[src/innerbus_pkg.sv]
//************************************************************
// inner bus shared definitions
// request struct, read data word, master indices,
// region map and clint register offsets,
// region match and byte strobe merge helpers
//************************************************************

package innerbus_pkg;

	typedef struct packed {
		logic [63:0] addr;
		logic [63:0] data_w;
		logic [7:0]  wstrb;
		logic        wen;
	} bus_req_t;

	typedef logic [63:0] bus_data_t;

	// lower index wins arbitration
	localparam int n_masters = 3;
	localparam int dm_idx    = 0;
	localparam int ifu_idx   = 1;
	localparam int lsu_idx   = 2;

	localparam logic [63:0] clint_base  = 64'h0200_0000; // 0x0200_0000..0x02ff_ffff
	localparam logic [63:0] clint_mask  = 64'h00ff_ffff;
	localparam logic [63:0] plic_base   = 64'h0300_0000; // no plic, default responder
	localparam logic [63:0] plic_mask   = 64'h00ff_ffff;
	localparam logic [63:0] perip_base  = 64'h2000_0000; // 0x2000_0000..0x3fff_ffff
	localparam logic [63:0] perip_mask  = 64'h1fff_ffff;
	localparam logic [63:0] sysbus_base = 64'h4000_0000; // 0x4000_0000..0x7fff_ffff
	localparam logic [63:0] sysbus_mask = 64'h3fff_ffff;
	localparam logic [63:0] mem_base    = 64'h8000_0000; // 0x8000_0000..0xffff_ffff
	localparam logic [63:0] mem_mask    = 64'h7fff_ffff;

	// offsets inside the clint region
	localparam logic [23:0] clint_msip_off     = 24'h00_0000;
	localparam logic [23:0] clint_mtimecmp_off = 24'h00_4000;
	localparam logic [23:0] clint_mtime_off    = 24'h00_bff8;

	function automatic logic in_region(logic [63:0] addr, logic [63:0] base, logic [63:0] mask);
		return (addr | mask) == (base | mask);
	endfunction

	function automatic bus_data_t apply_strb(bus_data_t old_word, bus_data_t new_word,
		logic [7:0] strb);
		bus_data_t merged;
		merged = old_word;
		for (int i = 0; i < 8; i++) begin
			if (strb[i]) begin
				merged[8*i +: 8] = new_word[8*i +: 8];
			end
		end
		return merged;
	endfunction

endpackage

[src/clint_unit.sv]
//************************************************************
// core-local interruptor slave
// msip, mtimecmp, free-running mtime,
// timer and software interrupt outputs
//************************************************************

`timescale 1ns/1ps

module clint_unit (
	input  logic                    clk,
	input  logic                    rst,
	input  logic                    req_valid,
	input  innerbus_pkg::bus_req_t  req,
	output innerbus_pkg::bus_data_t rsp_data,
	output logic                    rsp_valid,
	input  logic                    rsp_ready,
	output logic                    timer_irq,
	output logic                    soft_irq
);

	logic        msip_q;
	logic [63:0] mtimecmp_q;
	logic [63:0] mtime_q;
	logic        rsp_valid_q;
	innerbus_pkg::bus_data_t rsp_data_q;
	innerbus_pkg::bus_data_t rd_word;
	logic [23:0] off;
	logic        accept;

	assign off    = {req.addr[23:3], 3'b000}; // word aligned offset
	assign accept = req_valid & ~rsp_valid_q; // one request in flight

	always_comb begin
		case (off)
			innerbus_pkg::clint_msip_off:     rd_word = {63'b0, msip_q};
			innerbus_pkg::clint_mtimecmp_off: rd_word = mtimecmp_q;
			innerbus_pkg::clint_mtime_off:    rd_word = mtime_q;
			default:                          rd_word = '0;
		endcase
	end

	always_ff @(posedge clk) begin
		if (rst) begin
			msip_q     <= 1'b0;
			mtimecmp_q <= '1; // no timer interrupt until programmed
			mtime_q    <= '0;
		end else begin
			mtime_q <= mtime_q + 64'd1; // free running, writes ignored
			if (accept && req.wen) begin
				if (off == innerbus_pkg::clint_msip_off && req.wstrb[0]) begin
					msip_q <= req.data_w[0];
				end
				if (off == innerbus_pkg::clint_mtimecmp_off) begin
					mtimecmp_q <= innerbus_pkg::apply_strb(mtimecmp_q, req.data_w, req.wstrb);
				end
			end
		end
	end

	always_ff @(posedge clk) begin
		if (rst) begin
			rsp_valid_q <= 1'b0;
		end else if (accept) begin
			rsp_valid_q <= 1'b1;
		end else if (rsp_ready) begin
			rsp_valid_q <= 1'b0;
		end
	end

	always_ff @(posedge clk) begin
		if (accept) begin
			rsp_data_q <= rd_word; // value before any write
		end
	end

	assign rsp_valid = rsp_valid_q;
	assign rsp_data  = rsp_data_q;
	assign timer_irq = (mtime_q >= mtimecmp_q);
	assign soft_irq  = msip_q;

endmodule

[config.mk]
export PLATFORM = sky130hd
export DESIGN_NAME = clint_unit
export DESIGN_NICKNAME = d
export VERILOG_FILES = /design/src/innerbus_pkg.sv /design/src/clint_unit.sv
export SDC_FILE = /design/constraint.sdc
export NUM_CORES = 1
export LEC_CHECK = 0
export BUFFER_PORTS_ARGS = -buffer_cell sky130_fd_sc_hd__buf_2
export CORE_UTILIZATION = 55
export DETAILED_ROUTE_END_ITERATION = 10
export GPL_TIMING_DRIVEN = 0
export MAX_ROUTING_LAYER = met4
export PLACE_DENSITY = 0.84
export REMOVE_ABC_BUFFERS = 1
export SYNTH_ARGS = -nofsm -noshare
export SYNTH_HDL_FRONTEND = slang
export SYNTH_SLANG_ARGS = --single-unit
[constraint.sdc]
create_clock -name clk -period 6.42 [get_ports clk]
set_input_delay 0.321 -clock clk [delete_from_list [all_inputs] [get_ports clk]]
set_output_delay 0.321 -clock clk [all_outputs]
set_load 0.01 [all_outputs]
==> reports/qor.yml, run 1 <==
outcome: "finished, final reports clean"
leakagePower_nw: 5.003
cts_made_buffers: 17
max_freq_mhz: 279.4
cts_resized: 0
dp.cells: 1295
ff2ff_path_depth: 7
tightest_slew_ns: 0.9955
die_w_um: 133.6
syn_inst: 948
period_minus_slack_ns: 3.579
crit_path_start_kind: "register"
rows: 47
synth_warnings: 0
hold_path_startpoint: "rsp_ready"
clkSinkCount: 194
fin_setup_tns_ns: 0
hold_path_depth: 2
seqCellArea_um2: 4524
portBuffers: 164
drive_above_1_share: 0.2157
final-setup-viol-count: 0
async_reset_ff_frac: 0
synth.most_common_cell: "nor2_1"
grt.total_usage: 0.2592
cts_tree: "yes"
synth_area_leaders: "dfxtp_1 (27%), edfxtp_1 (20%), ha_1 (8.5%)"
clk_path_buf_depth: 2
yosysTopAreaCellShare: 0.2732
r2r_end: "mtimecmp_q[46]"
worstHoldEndpoint: "rsp_valid"
holdBufCountCts: 0
coreArea_um2: 16760
via_per_inst: 5.776
critical_path_class: "reg2out"
path_max_fanout: 8
required_ns: 6.10
reg2reg_from: "rsp_valid"
detailedPlace.worstSlack_ns: 3.347
synth_top_cell_by_area: "dfxtp_1"
synth-edff-count: 64
syn_area_um2: 9527
start_util: 0.5684
die_area_um2: 17850
ys_ff_latch: 194
clock_latency_ns: 0.44
powerDensity_nw_per_um2: 230.6
syn2layout_area_growth_pct: 18.37
num_io_pins: 208
relSlewSlack: 0.3327
htreeDepth: 4
postLayoutCoreUtil: 0.6729
crit_path_end_kind: "output port"
grt_pass1_vias: 7202
synth.cells.most_frequent: "nor2_1 (133), dfxtp_1 (130), inv_1 (72), a211o_1 (65), ha_1 (65)"
min_period_over_period: 0.5574
skew_ns: 0.01093
synth.avg_cell_area_um2: 10.05
wirelength_um: 21990
worst_slack_ns: 2.841
clkTransAtPathRegs_ns: 0.07
grt_overflow_total: 0
rrSetupSlack_ns: 3.58
ir_drop_uv: 194.0
diodes: 0
grt_antenna_before_repair: 0
drtPass1Iterations: 5
fp.dieH_um: 133.6
drc: 0
synth.distinct_cells: 46
cts-root-buf: "clkbuf_16"
nFillCells: 1304
routedWlPerCell_um: 16.56
maxCapViolCount: 0
nNetsFinal: 1301
multi_input_area_um2: 4539
ant_nets: 0
hold_class: "in2reg"
cts_setup_buffers: 0
synth.yosys.seq_area_share: 0.4749
ys.flop_type: "dfxtp_1"
drt_iter0_markers: 481
worstPathArrival_ns: 3.26
rsz0062_at_grt: "false"
dr_total_vias: 7671
final_max_slew_viol_count: 0
grt_max_degree: 78
instances_no_fill: 1328
grt_pass1_wl_um: 35200
gp_congestion: 0.8231
finalHoldViolCount: 0
hpwl_um: 15330
metrics by stage:
step / total power [mW] / hold slack, ns / cell area [um2]
2_1_floorplan: 1.352 / 0.3877 / 9308
3_3_place_gp: 1.423 / 0.4675 / 10400
3_5_place_dp: 1.428 / 0.4741 / 10600
4_1_cts: 2.616 / 0.06521 / 11260
5_1_grt: 2.675 / 0.07435 / 11280
6_report: 2.600 / 0.07273 / 11280
power breakdown:
part	switching (mW)	leakage, nW	internal (mW)	total [mW]
sequential	0.00865	1.69	1.29	1.30
combinational	0.0599	3.01	0.0442	0.104
clock	0.468	0.308	0.732	1.20
total	0.537	5.00	2.06	2.60
flip-flops by register name, summed over array words and instances, names as in the netlist:
name / cells
mtime_q: 64
mtimecmp_q: 64
rsp_data: 64
rsp_valid: 1
soft_irq: 1
cell usage in the layout, fill, tap and decap left out, types with 17 or more instances in the layout:
cell,netlist,final
nand4_1,22,22
ha_1,65,65
edfxtp_1,64,64
buf_2,16,163
xnor2_1,33,33
nand3_1,33,33
a22o_1,63,63
nand2_1,39,39
inv_1,72,72
a211o_1,65,65
xor2_1,19,19
o21ai_0,18,18
a21oi_1,29,29
dfxtp_1,130,130
nor2_1,133,133
clkbuf_16,0,17
worst max path at each step:
stage / end / cells past startpoint / slack [ns] / startpoint
floorplan: mtimecmp_q[0] / 6 / 1.09 / req[77]
global placement: mtimecmp_q[0] / 7 / -1.85 / req[77]
detailed placement: mtime_q[59] / 6 / 3.35 / mtime_q[29]
CTS: timer_irq / 8 / 2.88 / mtime_q[55]
global route: timer_irq / 8 / 2.60 / mtime_q[55]
finish: timer_irq / 8 / 2.84 / mtime_q[55]
layer usage:
| metal | wire length (um) | up-vias | share of wire | GRT usage |
|---|---|---|---|---|
| met5 | 0 | - | 0 | - |
| met4 | 339 | 0 | 0.015 | 0.07828 |
| met3 | 1150 | 31 | 0.052 | 0.04642 |
| met2 | 10710 | 264 | 0.49 | 0.4236 |
| met1 | 9793 | 3651 | 0.45 | 0.3271 |
| li1 | - | 3725 | - | - |
kinds of logic (layout without fill, tap and decap cells):
group | Yosys count | in the layout | synth area share
XOR/XNOR | 52 | 52 | 0.04781
AND/OR/NAND/NOR | 318 | 318 | 0.1791
multiplexers | 1 | 1 | 0.001051
adder cells (fa/ha/maj) | 65 | 65 | 0.08537
AO/OA/AOI/OAI | 197 | 197 | 0.1604
buffers and inverters | 121 | 281 | 0.05135
flip-flops | 194 | 194 | 0.4749
critical path, cell delays in order, from the launching register on:
cell and delay (ns):
dfxtp_1 0.51, ha_1 0.32, nand4_1 0.20, nor3_1 0.11
a221o_1 0.32, o31a_1 0.24, a2111oi_0 0.60, o21ai_0 0.30
buf_2 0.22
layout make-up:
| cell class | count | share of cell area |
|---|---|---|
| Sequential cell | 194 | 0.4012 |
| Inverter | 72 | 0.02397 |
| Clock inverter | 13 | 0.02053 |
| Tap cell | 220 | 0.02441 |
| Timing Repair Buffer | 177 | 0.08898 |
| Multi-Input combinational cell | 633 | 0.4025 |
| Clock buffer | 19 | 0.03839 |
No activity file was read; power rests on OpenSTA's default activity.
==> inputs of run 2 (changes only) <==
CORE_UTILIZATION = 50   (was 55)
PLACE_DENSITY = 0.8   (was 0.84)
clock period = 3.2 ns   (was 6.42 ns; I/O delays follow)
==> run 2 against run 1 <==
  * Routed wire length up 3.6%
  * Register-to-register slack worse by 3.3 ns
  * Sequential share of layout area down 2.4 points
  * Worst hold slack better by 0.11 ns
  * Highest routed layer unchanged
  * Clock power up 93%
  * Global-route usage down 1.7 points
  * Sequential cell count unchanged
  * Critical path depth unchanged
  * Utilization down 3.2 points
  * Clock skew up 0.00069 ns
==> reports/qor.yml, run 2 (synthesis gave the netlist of run 1 again) <==
gp_congestion: 0.8282
path_max_fanout: 27
skew_ns: 0.01162
grt.total_usage: 0.2424
final_cell_mix: "buf_2 (163), nor2_1 (133), dfxtp_1 (129)"
fp.dieH_um: 140.0
clkTransAtPathRegs_ns: 0.07
grt_pass1_wl_um: 36520
powerDensity_nw_per_um2: 432.6
finalHoldViolCount: 0
max_stage_delay_ns: 0.62
dr_total_vias: 7938
coreArea_um2: 18710
start_util: 0.5093
grt_antenna_before_repair: 2
critPathSlowestCell: "nor2b_4"
worstPathArrival_ns: 3.27
cts_made_buffers: 17
hold_path_startpoint: "req[1]"
clkSinkCount: 194
instances_no_fill: 1412
max_freq_mhz: 338.3
grt_max_degree: 75
r2r_end: "mtimecmp_q[43]"
final_max_slew_viol_count: 0
ff2ff_path_depth: 8
hold_path_depth: 4
wirelength_um: 22780
holdWs_ns: 0.1815
min_period_over_period: 0.9238
multi_input_area_um2: 4546
cpMostUsedCell: "buf_12"
drtPass1Iterations: 5
rows: 50
clock_latency_ns: 0.43
final-setup-viol-count: 0
num_io_pins: 208
nNetsFinal: 1370
maxCapViolCount: 0
nFillCells: 1466
drt_iter0_markers: 505
rsz0062_at_grt: "false"
cts-root-buf: "clkbuf_16"
crit_path_start_kind: "register"
crit_path_start: "rsp_valid"
hpwl_um: 15760
die_w_um: 140.0
outcome: "finished, final reports clean"
ant_nets: 0
tightest_slew_ns: 0.9856
period_minus_slack_ns: 2.956
routedWlPerCell_um: 16.13
required_ns: 3.52
cts_tree: "yes"
rrSetupSlack_ns: 0.24
grt_overflow_total: 0
fin_setup_tns_ns: 0
ir_drop_uv: 374.0
grt_pass1_vias: 7513
drc: 0
portBuffers: 164
cp_top_family: "simple AND/OR/NAND/NOR gates"
critical_path_class: "reg2reg"
path_buf_inv: 2
worst_slack_ns: 0.2440
crit_chain: "nor2b_4, buf_12, nand2_1, nor4_4, buf_12, and2_1, nor2_1, a211o_1"
mostFrequentLayoutCell: "buf_2"
relSlewSlack: 0.3412
hold_class: "in2reg"
clk_path_buf_depth: 2
seqCellArea_um2: 4526
die_area_um2: 19610
worstHoldEndpoint: "soft_irq"
drive_above_1_share: 0.2099
detailedPlace.worstSlack_ns: -0.01012
via_per_inst: 5.622
reg2reg_from: "rsp_valid"
htreeDepth: 4
dp.cells: 1310
postLayoutCoreUtil: 0.6409
crit_path_end_kind: "register"
syn2layout_area_growth_pct: 25.85
leakagePower_nw: 5.305
[run 2: worst register-to-register path: cells and delay by family, from the launching register on]
kind / cells / cell delay, ns
flip-flops: 1 / 0.35
AO/OA/AOI/OAI: 1 / 0.28
AND/OR/NAND/NOR: 5 / 1.76
buffers and inverters: 2 / 0.46
[run 2: repair_timing]
item	in CTS	in global routing
gates cloned	0	0
hold buffers	66	0
gates resized for setup	2	1
pin swaps	1	0
buffers inserted	2	0
endpoints found under the setup margin	8	1
hold endpoints to repair	66	0
[run 2: area by class of cell]
cell class | count | area share
Antenna cell | 1 | 0.0002087
Sequential cell | 194 | 0.3775
Clock inverter | 15 | 0.01805
Tap cell | 234 | 0.02442
Multi-Input combinational cell | 633 | 0.3791
Clock buffer | 17 | 0.03548
Inverter | 72 | 0.02254
Timing Repair Buffer | 246 | 0.1427
[run 2: worst max-delay path by stage]
stage                     depth (start not counted)             end  slack, ns
after floorplan                                   6   mtimecmp_q[0]      -1.97
after global placement                            7   mtimecmp_q[0]      -5.20
after detailed placement                          7  mtimecmp_q[20]      -0.01
after CTS                                         5     mtime_q[41]       0.07
after global routing                              8  mtimecmp_q[54]       0.03
final                                             8  mtimecmp_q[43]       0.24
[run 2: stage by stage]
stage	area (um2)	power, mW
detailed placement	10630	2.870
floorplan	9308	2.712
finish	11990	5.186
global placement	10420	2.859
global route	11990	5.351
CTS	11970	5.220
[run 2: report_power, final]
group,switching (mW),internal (mW)
combinational,0.134,0.143
clock,0.979,1.33
sequential,0.0176,2.58
[run 2: metal layers]
layer | GRT usage | wire, um | vias to the layer above
li1 | - | - | 3878
met1 | 0.3144 | 10400 | 3768
met2 | 0.3876 | 10690 | 257
met3 | 0.04444 | 1242 | 35
met4 | 0.06767 | 448 | 0
met5 | - | 0 | -
