==> src/innerbus_pkg.sv <==
//************************************************************
// inner bus shared definitions
// request struct, read data word, master indices,
// region map and clint register offsets,
// region match and byte strobe merge helpers
//************************************************************

package innerbus_pkg;

	typedef struct packed {
		logic [63:0] addr;
		logic [63:0] data_w;
		logic [7:0]  wstrb;
		logic        wen;
	} bus_req_t;

	typedef logic [63:0] bus_data_t;

	// lower index wins arbitration
	localparam int n_masters = 3;
	localparam int dm_idx    = 0;
	localparam int ifu_idx   = 1;
	localparam int lsu_idx   = 2;

	localparam logic [63:0] clint_base  = 64'h0200_0000; // 0x0200_0000..0x02ff_ffff
	localparam logic [63:0] clint_mask  = 64'h00ff_ffff;
	localparam logic [63:0] plic_base   = 64'h0300_0000; // no plic, default responder
	localparam logic [63:0] plic_mask   = 64'h00ff_ffff;
	localparam logic [63:0] perip_base  = 64'h2000_0000; // 0x2000_0000..0x3fff_ffff
	localparam logic [63:0] perip_mask  = 64'h1fff_ffff;
	localparam logic [63:0] sysbus_base = 64'h4000_0000; // 0x4000_0000..0x7fff_ffff
	localparam logic [63:0] sysbus_mask = 64'h3fff_ffff;
	localparam logic [63:0] mem_base    = 64'h8000_0000; // 0x8000_0000..0xffff_ffff
	localparam logic [63:0] mem_mask    = 64'h7fff_ffff;

	// offsets inside the clint region
	localparam logic [23:0] clint_msip_off     = 24'h00_0000;
	localparam logic [23:0] clint_mtimecmp_off = 24'h00_4000;
	localparam logic [23:0] clint_mtime_off    = 24'h00_bff8;

	function automatic logic in_region(logic [63:0] addr, logic [63:0] base, logic [63:0] mask);
		return (addr | mask) == (base | mask);
	endfunction

	function automatic bus_data_t apply_strb(bus_data_t old_word, bus_data_t new_word,
		logic [7:0] strb);
		bus_data_t merged;
		merged = old_word;
		for (int i = 0; i < 8; i++) begin
			if (strb[i]) begin
				merged[8*i +: 8] = new_word[8*i +: 8];
			end
		end
		return merged;
	endfunction

endpackage

==> src/innerbus_crossbar.sv <==
//************************************************************
// inner bus crossbar
// fixed priority arbiter (dm, ifu, lsu) with owner lock,
// address decode to clint / mem / default responder,
// response and ready routing back to the owner
//************************************************************

`timescale 1ns/1ps

module innerbus_crossbar (
	input  logic                   clk,
	input  logic                   rst,

	input  logic                   dm_req_valid,
	input  innerbus_pkg::bus_req_t dm_req,
	output innerbus_pkg::bus_data_t dm_rsp_data,
	output logic                   dm_rsp_valid,
	input  logic                   dm_rsp_ready,

	input  logic                   ifu_req_valid,
	input  innerbus_pkg::bus_req_t ifu_req,
	output innerbus_pkg::bus_data_t ifu_rsp_data,
	output logic                   ifu_rsp_valid,
	input  logic                   ifu_rsp_ready,

	input  logic                   lsu_req_valid,
	input  innerbus_pkg::bus_req_t lsu_req,
	output innerbus_pkg::bus_data_t lsu_rsp_data,
	output logic                   lsu_rsp_valid,
	input  logic                   lsu_rsp_ready,

	output logic                   clint_req_valid,
	output innerbus_pkg::bus_req_t clint_req,
	input  innerbus_pkg::bus_data_t clint_rsp_data,
	input  logic                   clint_rsp_valid,
	output logic                   clint_rsp_ready,

	output logic                   mem_req_valid,
	output innerbus_pkg::bus_req_t mem_req,
	input  innerbus_pkg::bus_data_t mem_rsp_data,
	input  logic                   mem_rsp_valid,
	output logic                   mem_rsp_ready
);

	localparam int req_w = $bits(innerbus_pkg::bus_req_t);

	logic [innerbus_pkg::n_masters-1:0] req_vec, rdy_vec;
	logic [innerbus_pkg::n_masters-1:0] grant, owner, owner_q;
	innerbus_pkg::bus_req_t  act_req;
	innerbus_pkg::bus_data_t rsp_data_sel;
	logic act_valid, act_ready, rsp_valid_sel, done;
	logic sel_clint, sel_mem, sel_dflt;
	logic dflt_rsp_valid_q;

	assign req_vec[innerbus_pkg::dm_idx]  = dm_req_valid;
	assign req_vec[innerbus_pkg::ifu_idx] = ifu_req_valid;
	assign req_vec[innerbus_pkg::lsu_idx] = lsu_req_valid;
	assign rdy_vec[innerbus_pkg::dm_idx]  = dm_rsp_ready;
	assign rdy_vec[innerbus_pkg::ifu_idx] = ifu_rsp_ready;
	assign rdy_vec[innerbus_pkg::lsu_idx] = lsu_rsp_ready;

	assign grant = req_vec & (~req_vec + 1'b1); // lowest set bit
	assign owner = (owner_q != '0) ? owner_q : grant; // locked owner, else fresh grant

	assign act_req = ({req_w{owner[innerbus_pkg::dm_idx]}} & dm_req)
		| ({req_w{owner[innerbus_pkg::ifu_idx]}} & ifu_req)
		| ({req_w{owner[innerbus_pkg::lsu_idx]}} & lsu_req);
	assign act_valid = |(owner & req_vec);
	assign act_ready = |(owner & rdy_vec);

	// address decode on the owner's request
	assign sel_clint = innerbus_pkg::in_region(act_req.addr, innerbus_pkg::clint_base,
		innerbus_pkg::clint_mask);
	assign sel_mem = innerbus_pkg::in_region(act_req.addr, innerbus_pkg::mem_base,
		innerbus_pkg::mem_mask);
	assign sel_dflt = ~(sel_clint | sel_mem); // plic/sysbus/perip/unmapped

	assign clint_req_valid = act_valid & sel_clint;
	assign clint_req       = act_req;
	assign clint_rsp_ready = act_ready & sel_clint;
	assign mem_req_valid   = act_valid & sel_mem;
	assign mem_req         = act_req;
	assign mem_rsp_ready   = act_ready & sel_mem;

	// default responder, zero data one cycle after selection
	always_ff @(posedge clk) begin
		if (rst) begin
			dflt_rsp_valid_q <= 1'b0;
		end else if (dflt_rsp_valid_q) begin
			dflt_rsp_valid_q <= ~act_ready;
		end else begin
			dflt_rsp_valid_q <= act_valid & sel_dflt;
		end
	end

	assign rsp_valid_sel = (sel_clint & clint_rsp_valid) | (sel_mem & mem_rsp_valid)
		| (sel_dflt & dflt_rsp_valid_q);
	assign rsp_data_sel = ({64{sel_clint & clint_rsp_valid}} & clint_rsp_data)
		| ({64{sel_mem & mem_rsp_valid}} & mem_rsp_data);
	assign done = rsp_valid_sel & act_ready;

	// owner lock, released at the completing edge
	always_ff @(posedge clk) begin
		if (rst || done) begin
			owner_q <= '0;
		end else begin
			owner_q <= owner;
		end
	end

	assign dm_rsp_valid  = rsp_valid_sel & owner[innerbus_pkg::dm_idx];
	assign ifu_rsp_valid = rsp_valid_sel & owner[innerbus_pkg::ifu_idx];
	assign lsu_rsp_valid = rsp_valid_sel & owner[innerbus_pkg::lsu_idx];
	assign dm_rsp_data   = {64{owner[innerbus_pkg::dm_idx]}} & rsp_data_sel;
	assign ifu_rsp_data  = {64{owner[innerbus_pkg::ifu_idx]}} & rsp_data_sel;
	assign lsu_rsp_data  = {64{owner[innerbus_pkg::lsu_idx]}} & rsp_data_sel;

endmodule

==> config.mk <==
export PLATFORM = sky130hd
export DESIGN_NAME = innerbus_crossbar
export DESIGN_NICKNAME = d
export VERILOG_FILES = /design/src/innerbus_pkg.sv /design/src/innerbus_crossbar.sv
export SDC_FILE = /design/constraint.sdc
export NUM_CORES = 1
export LEC_CHECK = 0
export BUFFER_PORTS_ARGS = -buffer_cell sky130_fd_sc_hd__buf_2
export CAP_MARGIN = 20
export CORE_AREA = 2 2 394 396
export DETAILED_ROUTE_END_ITERATION = 6
export DIE_AREA = 0 0 396 398
export GPL_ROUTABILITY_DRIVEN = 0
export PLACE_DENSITY_LB_ADDON = 0.05
export SLEW_MARGIN = 0
export SYNTH_ARGS = -nofsm -noshare
export SYNTH_HDL_FRONTEND = slang
export SYNTH_SLANG_ARGS = --single-unit
==> constraint.sdc <==
create_clock -name clk -period 4.4 [get_ports clk]
set_clock_uncertainty 0.1 [all_clocks]
set_input_delay 0.22 -clock clk [delete_from_list [all_inputs] [get_ports clk]]
set_output_delay 0.22 -clock clk [all_outputs]
set_load 0.01 [all_outputs]
==> impl_metrics.tcl <==
set metrics [dict create \
    result_of_the_run "finished, violations left" \
    violations_in_the_final_reports "design-rule violations" \
    power.share.switching_pct 63.2 \
    fin_setup_tns_ns 0 \
    cts_resized 0 \
    comb_power_share_pct 93.2 \
    power_frac_clock_pct 4.9 \
    rsz_0062_raised_after_global_routing "no" \
    power_frac_seq_pct 1.9 \
    async_flop_share_pct 0 \
    hold_depth 2 \
    ys_ff_latch 4 \
    synthDominantAreaCellType "sky130_fd_sc_hd__a222oi_1" \
    worst_ep_required_time_ns 4.08 \
    final_core_util_pct 7.89 \
    place_hpwl_um 85700 \
    netlist-cell-type-count 46 \
    synth-edff-count 0 \
    peak_clock_frequency_supported_by_timing_mhz 244 \
    drtIter0Drc 1065 \
    cts_made_buffers 3 \
    routed_wirelength_um 95600 \
    clk-insertion-delay-late_ns 0.22 \
    hold_viol 0 \
    die_area_sq_um 158000 \
    final_nets 2260 \
    die_width_um 396 \
    p_leak_nw 6.35 \
    worst_r2r_endpoint "owner_q[2]" \
    internal_power_mw 1.05 \
    period_share_pct 93.1 \
    synth.yosys.warnings 0 \
    post-route-drc-count 3 \
    ctsHtreeMaxLevel 1 \
    count_of_nets_left_with_antenna_violations_after_detail_routing 0 \
    gr-usage-all-layers_pct 11.3 \
    cp.arrival_ns 3.78 \
    number_of_port_buffers 1021 \
    worst_setup_path_end_kind "output pin" \
    syn_nets 1407 \
    fp.coreArea_sq_um 153000 \
    min_from "rst" \
    postSynth.topFlopCell "sky130_fd_sc_hd__dfxtp_1" \
    firstDrtPassIters 7 \
    average_instance_area_after_synthesis_sq_um 6.12 \
    mappedNetlistArea_sq_um 5250 \
    regToRegSetupSlack_ns 1.35 \
    critPathKind "flip-flop to output pin" \
    ios 1022 \
    areaGrowthSynthToFinish_pct 130 \
    start_util_pct 3.43 \
    slew_violations 0 \
    synth_largest_type_area_fraction_pct 24.2 \
    cts_tree "built" \
    layout.cell_area.non_filler_sq_um 12100 \
    power_switching_mw 1.81 \
    ys_seq_area_share_pct 1.52 \
    core.rowCount 144 \
    hold_path_end "dflt_rsp_valid_q" \
    detail_route.wl_per_cell_um 25.4 \
    detailroute.via_count 11041 \
    period_needed_ns 4.10 \
    hold_path_class "input port to flip-flop" \
    netlist_top_cells_area "sky130_fd_sc_hd__a222oi_1 (24%), sky130_fd_sc_hd__buf_4 (20%), sky130_fd_sc_hd__nor2_1 (14%)" \
    grt_max_degree 97 \
    vdd_ir_drop_max_v 0.0000978 \
    critical_path.max_fanout 64 \
    grt.overflow.total 0 \
    clock_sink_count 4 \
    timing.final.setup_violations 0 \
    max_cap_viol_count 0 \
    design_power_total_mw 2.86 \
    post_cts_hold_buffer_count 0 \
    worst_pin_slew_ns 1.05 \
    timing.rr.start "owner_q[1]" \
    grt_pass1_wl_um 120000 \
    placed_cell_area_sq_um 12000 \
    ctsLongestPathBuffers 2 \
    clk_pin_slew_ns 0.03 \
    max_slew_margin_pct 30.0 \
    timing.reg2reg.worst_path_depth 7 \
    startpoint_class_of_the_critical_path "flip-flop" \
    number_of_global_route_vias_before_repair 11352 \
    post_route_cells_drive_above_1_share_pct 63.3 \
    cts_post_setup_buffers_inserted 0 \
    post_drt_via_cell_ratio 2.94 \
    die_height_um 398 \
    power.density_cell_area_nw_per_um2 237 \
    syn_inst 858 \
    number_of_antenna_violations_at_the_first_check_in_global_routing 82 \
    root_buffer "sky130_fd_sc_hd__clkbuf_16" \
]
## kinds of logic (layout without fill, tap and decap cells)
group | count (synthesis) | in the layout | synth area share [%]
simple gates | 264 | 264 | 22.5
buf+inv | 347 | 1198 | 35.0
other cells | 0 | 8 | 0
compound gates | 243 | 243 | 40.9
flops | 4 | 4 | 1.52
## per-layer routing
layer	track usage (%)	wire (um)
met5	0	326
met4	0.889	1180
met3	3.74	8710
met2	20.7	48500
met1	13.0	36900
## through the flow
step	std cells	hold slack, ns	worst slack, ns
floorplan	858	0.225	1.45
global placement	3750	0.413	0.471
detailed placement	3750	0.411	0.398
CTS	3753	0.178	0.240
global route	3756	0.177	0.0701
finish	3761	0.158	0.304
## cells in the mapped netlist (3+ instances only)
cell / instances
sky130_fd_sc_hd__o21ai_0: 4
sky130_fd_sc_hd__nand3_1: 6
sky130_fd_sc_hd__buf_4: 137
sky130_fd_sc_hd__a31oi_1: 3
sky130_fd_sc_hd__a21o_1: 3
sky130_fd_sc_hd__nor4_1: 12
sky130_fd_sc_hd__a22oi_1: 77
sky130_fd_sc_hd__a222oi_1: 127
sky130_fd_sc_hd__a221o_1: 5
sky130_fd_sc_hd__nor3_1: 8
sky130_fd_sc_hd__a21oi_1: 4
sky130_fd_sc_hd__inv_1: 127
sky130_fd_sc_hd__dfxtp_1: 4
sky130_fd_sc_hd__o21a_1: 3
sky130_fd_sc_hd__nand2_1: 14
sky130_fd_sc_hd__nor2_1: 197
sky130_fd_sc_hd__clkbuf_1: 59
sky130_fd_sc_hd__or4_1: 4
sky130_fd_sc_hd__and2_1: 3
sky130_fd_sc_hd__buf_2: 19
sky130_fd_sc_hd__buf_1: 5
sky130_fd_sc_hd__nor3b_1: 4
## critical path, cell delays in order (launching register included)
cell                       delay (ns)
sky130_fd_sc_hd__dfxtp_1         0.38
sky130_fd_sc_hd__nor3b_1         0.62
sky130_fd_sc_hd__or2_4           0.45
sky130_fd_sc_hd__a222oi_1        0.15
sky130_fd_sc_hd__and4_1          0.23
sky130_fd_sc_hd__and3_1          0.31
sky130_fd_sc_hd__nand3_4         0.14
sky130_fd_sc_hd__buf_4           0.63
sky130_fd_sc_hd__nor2_1          0.17
sky130_fd_sc_hd__buf_2           0.24
## state kept, by name, summed over array words and instances, names as in the netlist
register          cells
dflt_rsp_valid_q      1
owner_q               3
## final cells by class
class	instances	area (sq um)
multi-input combinational	507	3350
fill	18322	141000
timing repair buffer	1068	5540
antenna	8	20.0
tap	2044	2560
sequential	4	80.1
inverter	127	477
clock buffer	3	75.1
## layout by cell type, fill, tap and decap left out, types with 2 or more instances in the layout
| cell | instances |
|---|---|
| sky130_fd_sc_hd__buf_2 | 1021 |
| sky130_fd_sc_hd__or3_1 | 2 |
| sky130_fd_sc_hd__or4_1 | 4 |
| sky130_fd_sc_hd__a21oi_1 | 4 |
| sky130_fd_sc_hd__o41ai_1 | 2 |
| sky130_fd_sc_hd__or2_4 | 2 |
| sky130_fd_sc_hd__a21o_1 | 2 |
| sky130_fd_sc_hd__a221o_1 | 5 |
| sky130_fd_sc_hd__nand3_4 | 2 |
| sky130_fd_sc_hd__a22o_1 | 2 |
| sky130_fd_sc_hd__nor3_1 | 8 |
| sky130_fd_sc_hd__o211a_1 | 2 |
| sky130_fd_sc_hd__and2_1 | 2 |
| sky130_fd_sc_hd__clkbuf_16 | 3 |
| sky130_fd_sc_hd__nor4_1 | 12 |
| sky130_fd_sc_hd__nand3_1 | 6 |
| sky130_fd_sc_hd__nor3b_1 | 4 |
| sky130_fd_sc_hd__a222oi_1 | 127 |
| sky130_fd_sc_hd__a22oi_1 | 77 |
| sky130_fd_sc_hd__inv_1 | 127 |
| sky130_fd_sc_hd__o21ai_0 | 4 |
| sky130_fd_sc_hd__buf_4 | 41 |
| sky130_fd_sc_hd__diode_2 | 8 |
| sky130_fd_sc_hd__a221oi_1 | 2 |
| sky130_fd_sc_hd__o31ai_1 | 2 |
| sky130_fd_sc_hd__a21boi_0 | 2 |
| sky130_fd_sc_hd__dfxtp_1 | 4 |
| sky130_fd_sc_hd__buf_12 | 6 |
| sky130_fd_sc_hd__nand2_1 | 14 |
| sky130_fd_sc_hd__nor2_1 | 196 |
| sky130_fd_sc_hd__o21a_1 | 3 |
| sky130_fd_sc_hd__and4_1 | 2 |
| sky130_fd_sc_hd__a31oi_1 | 3 |
## worst max path at each step
stage / end / slack (ns) / start
global placement: lsu_rsp_valid / 0.47 / ifu_req[121]
CTS: lsu_rsp_valid / 0.24 / owner_q[2]
detailed placement: lsu_rsp_valid / 0.40 / ifu_req[121]
global route: dm_rsp_data[12] / 0.07 / owner_q[1]
floorplan: lsu_rsp_data[10] / 1.45 / owner_q[0]
finish: dm_rsp_data[12] / 0.30 / owner_q[1]
## power by group through the flow
stage	clock, mW	sequential [mW]	combinational, mW
2_1_floorplan	0	0.0472	1.43
3_3_place_gp	0	0.0539	2.80
3_5_place_dp	0	0.0546	2.77
4_1_cts	0.144	0.0542	2.78
5_1_grt	0.148	0.0555	2.90
6_report	0.142	0.0543	2.67
(Power assumes the default switching activity.)
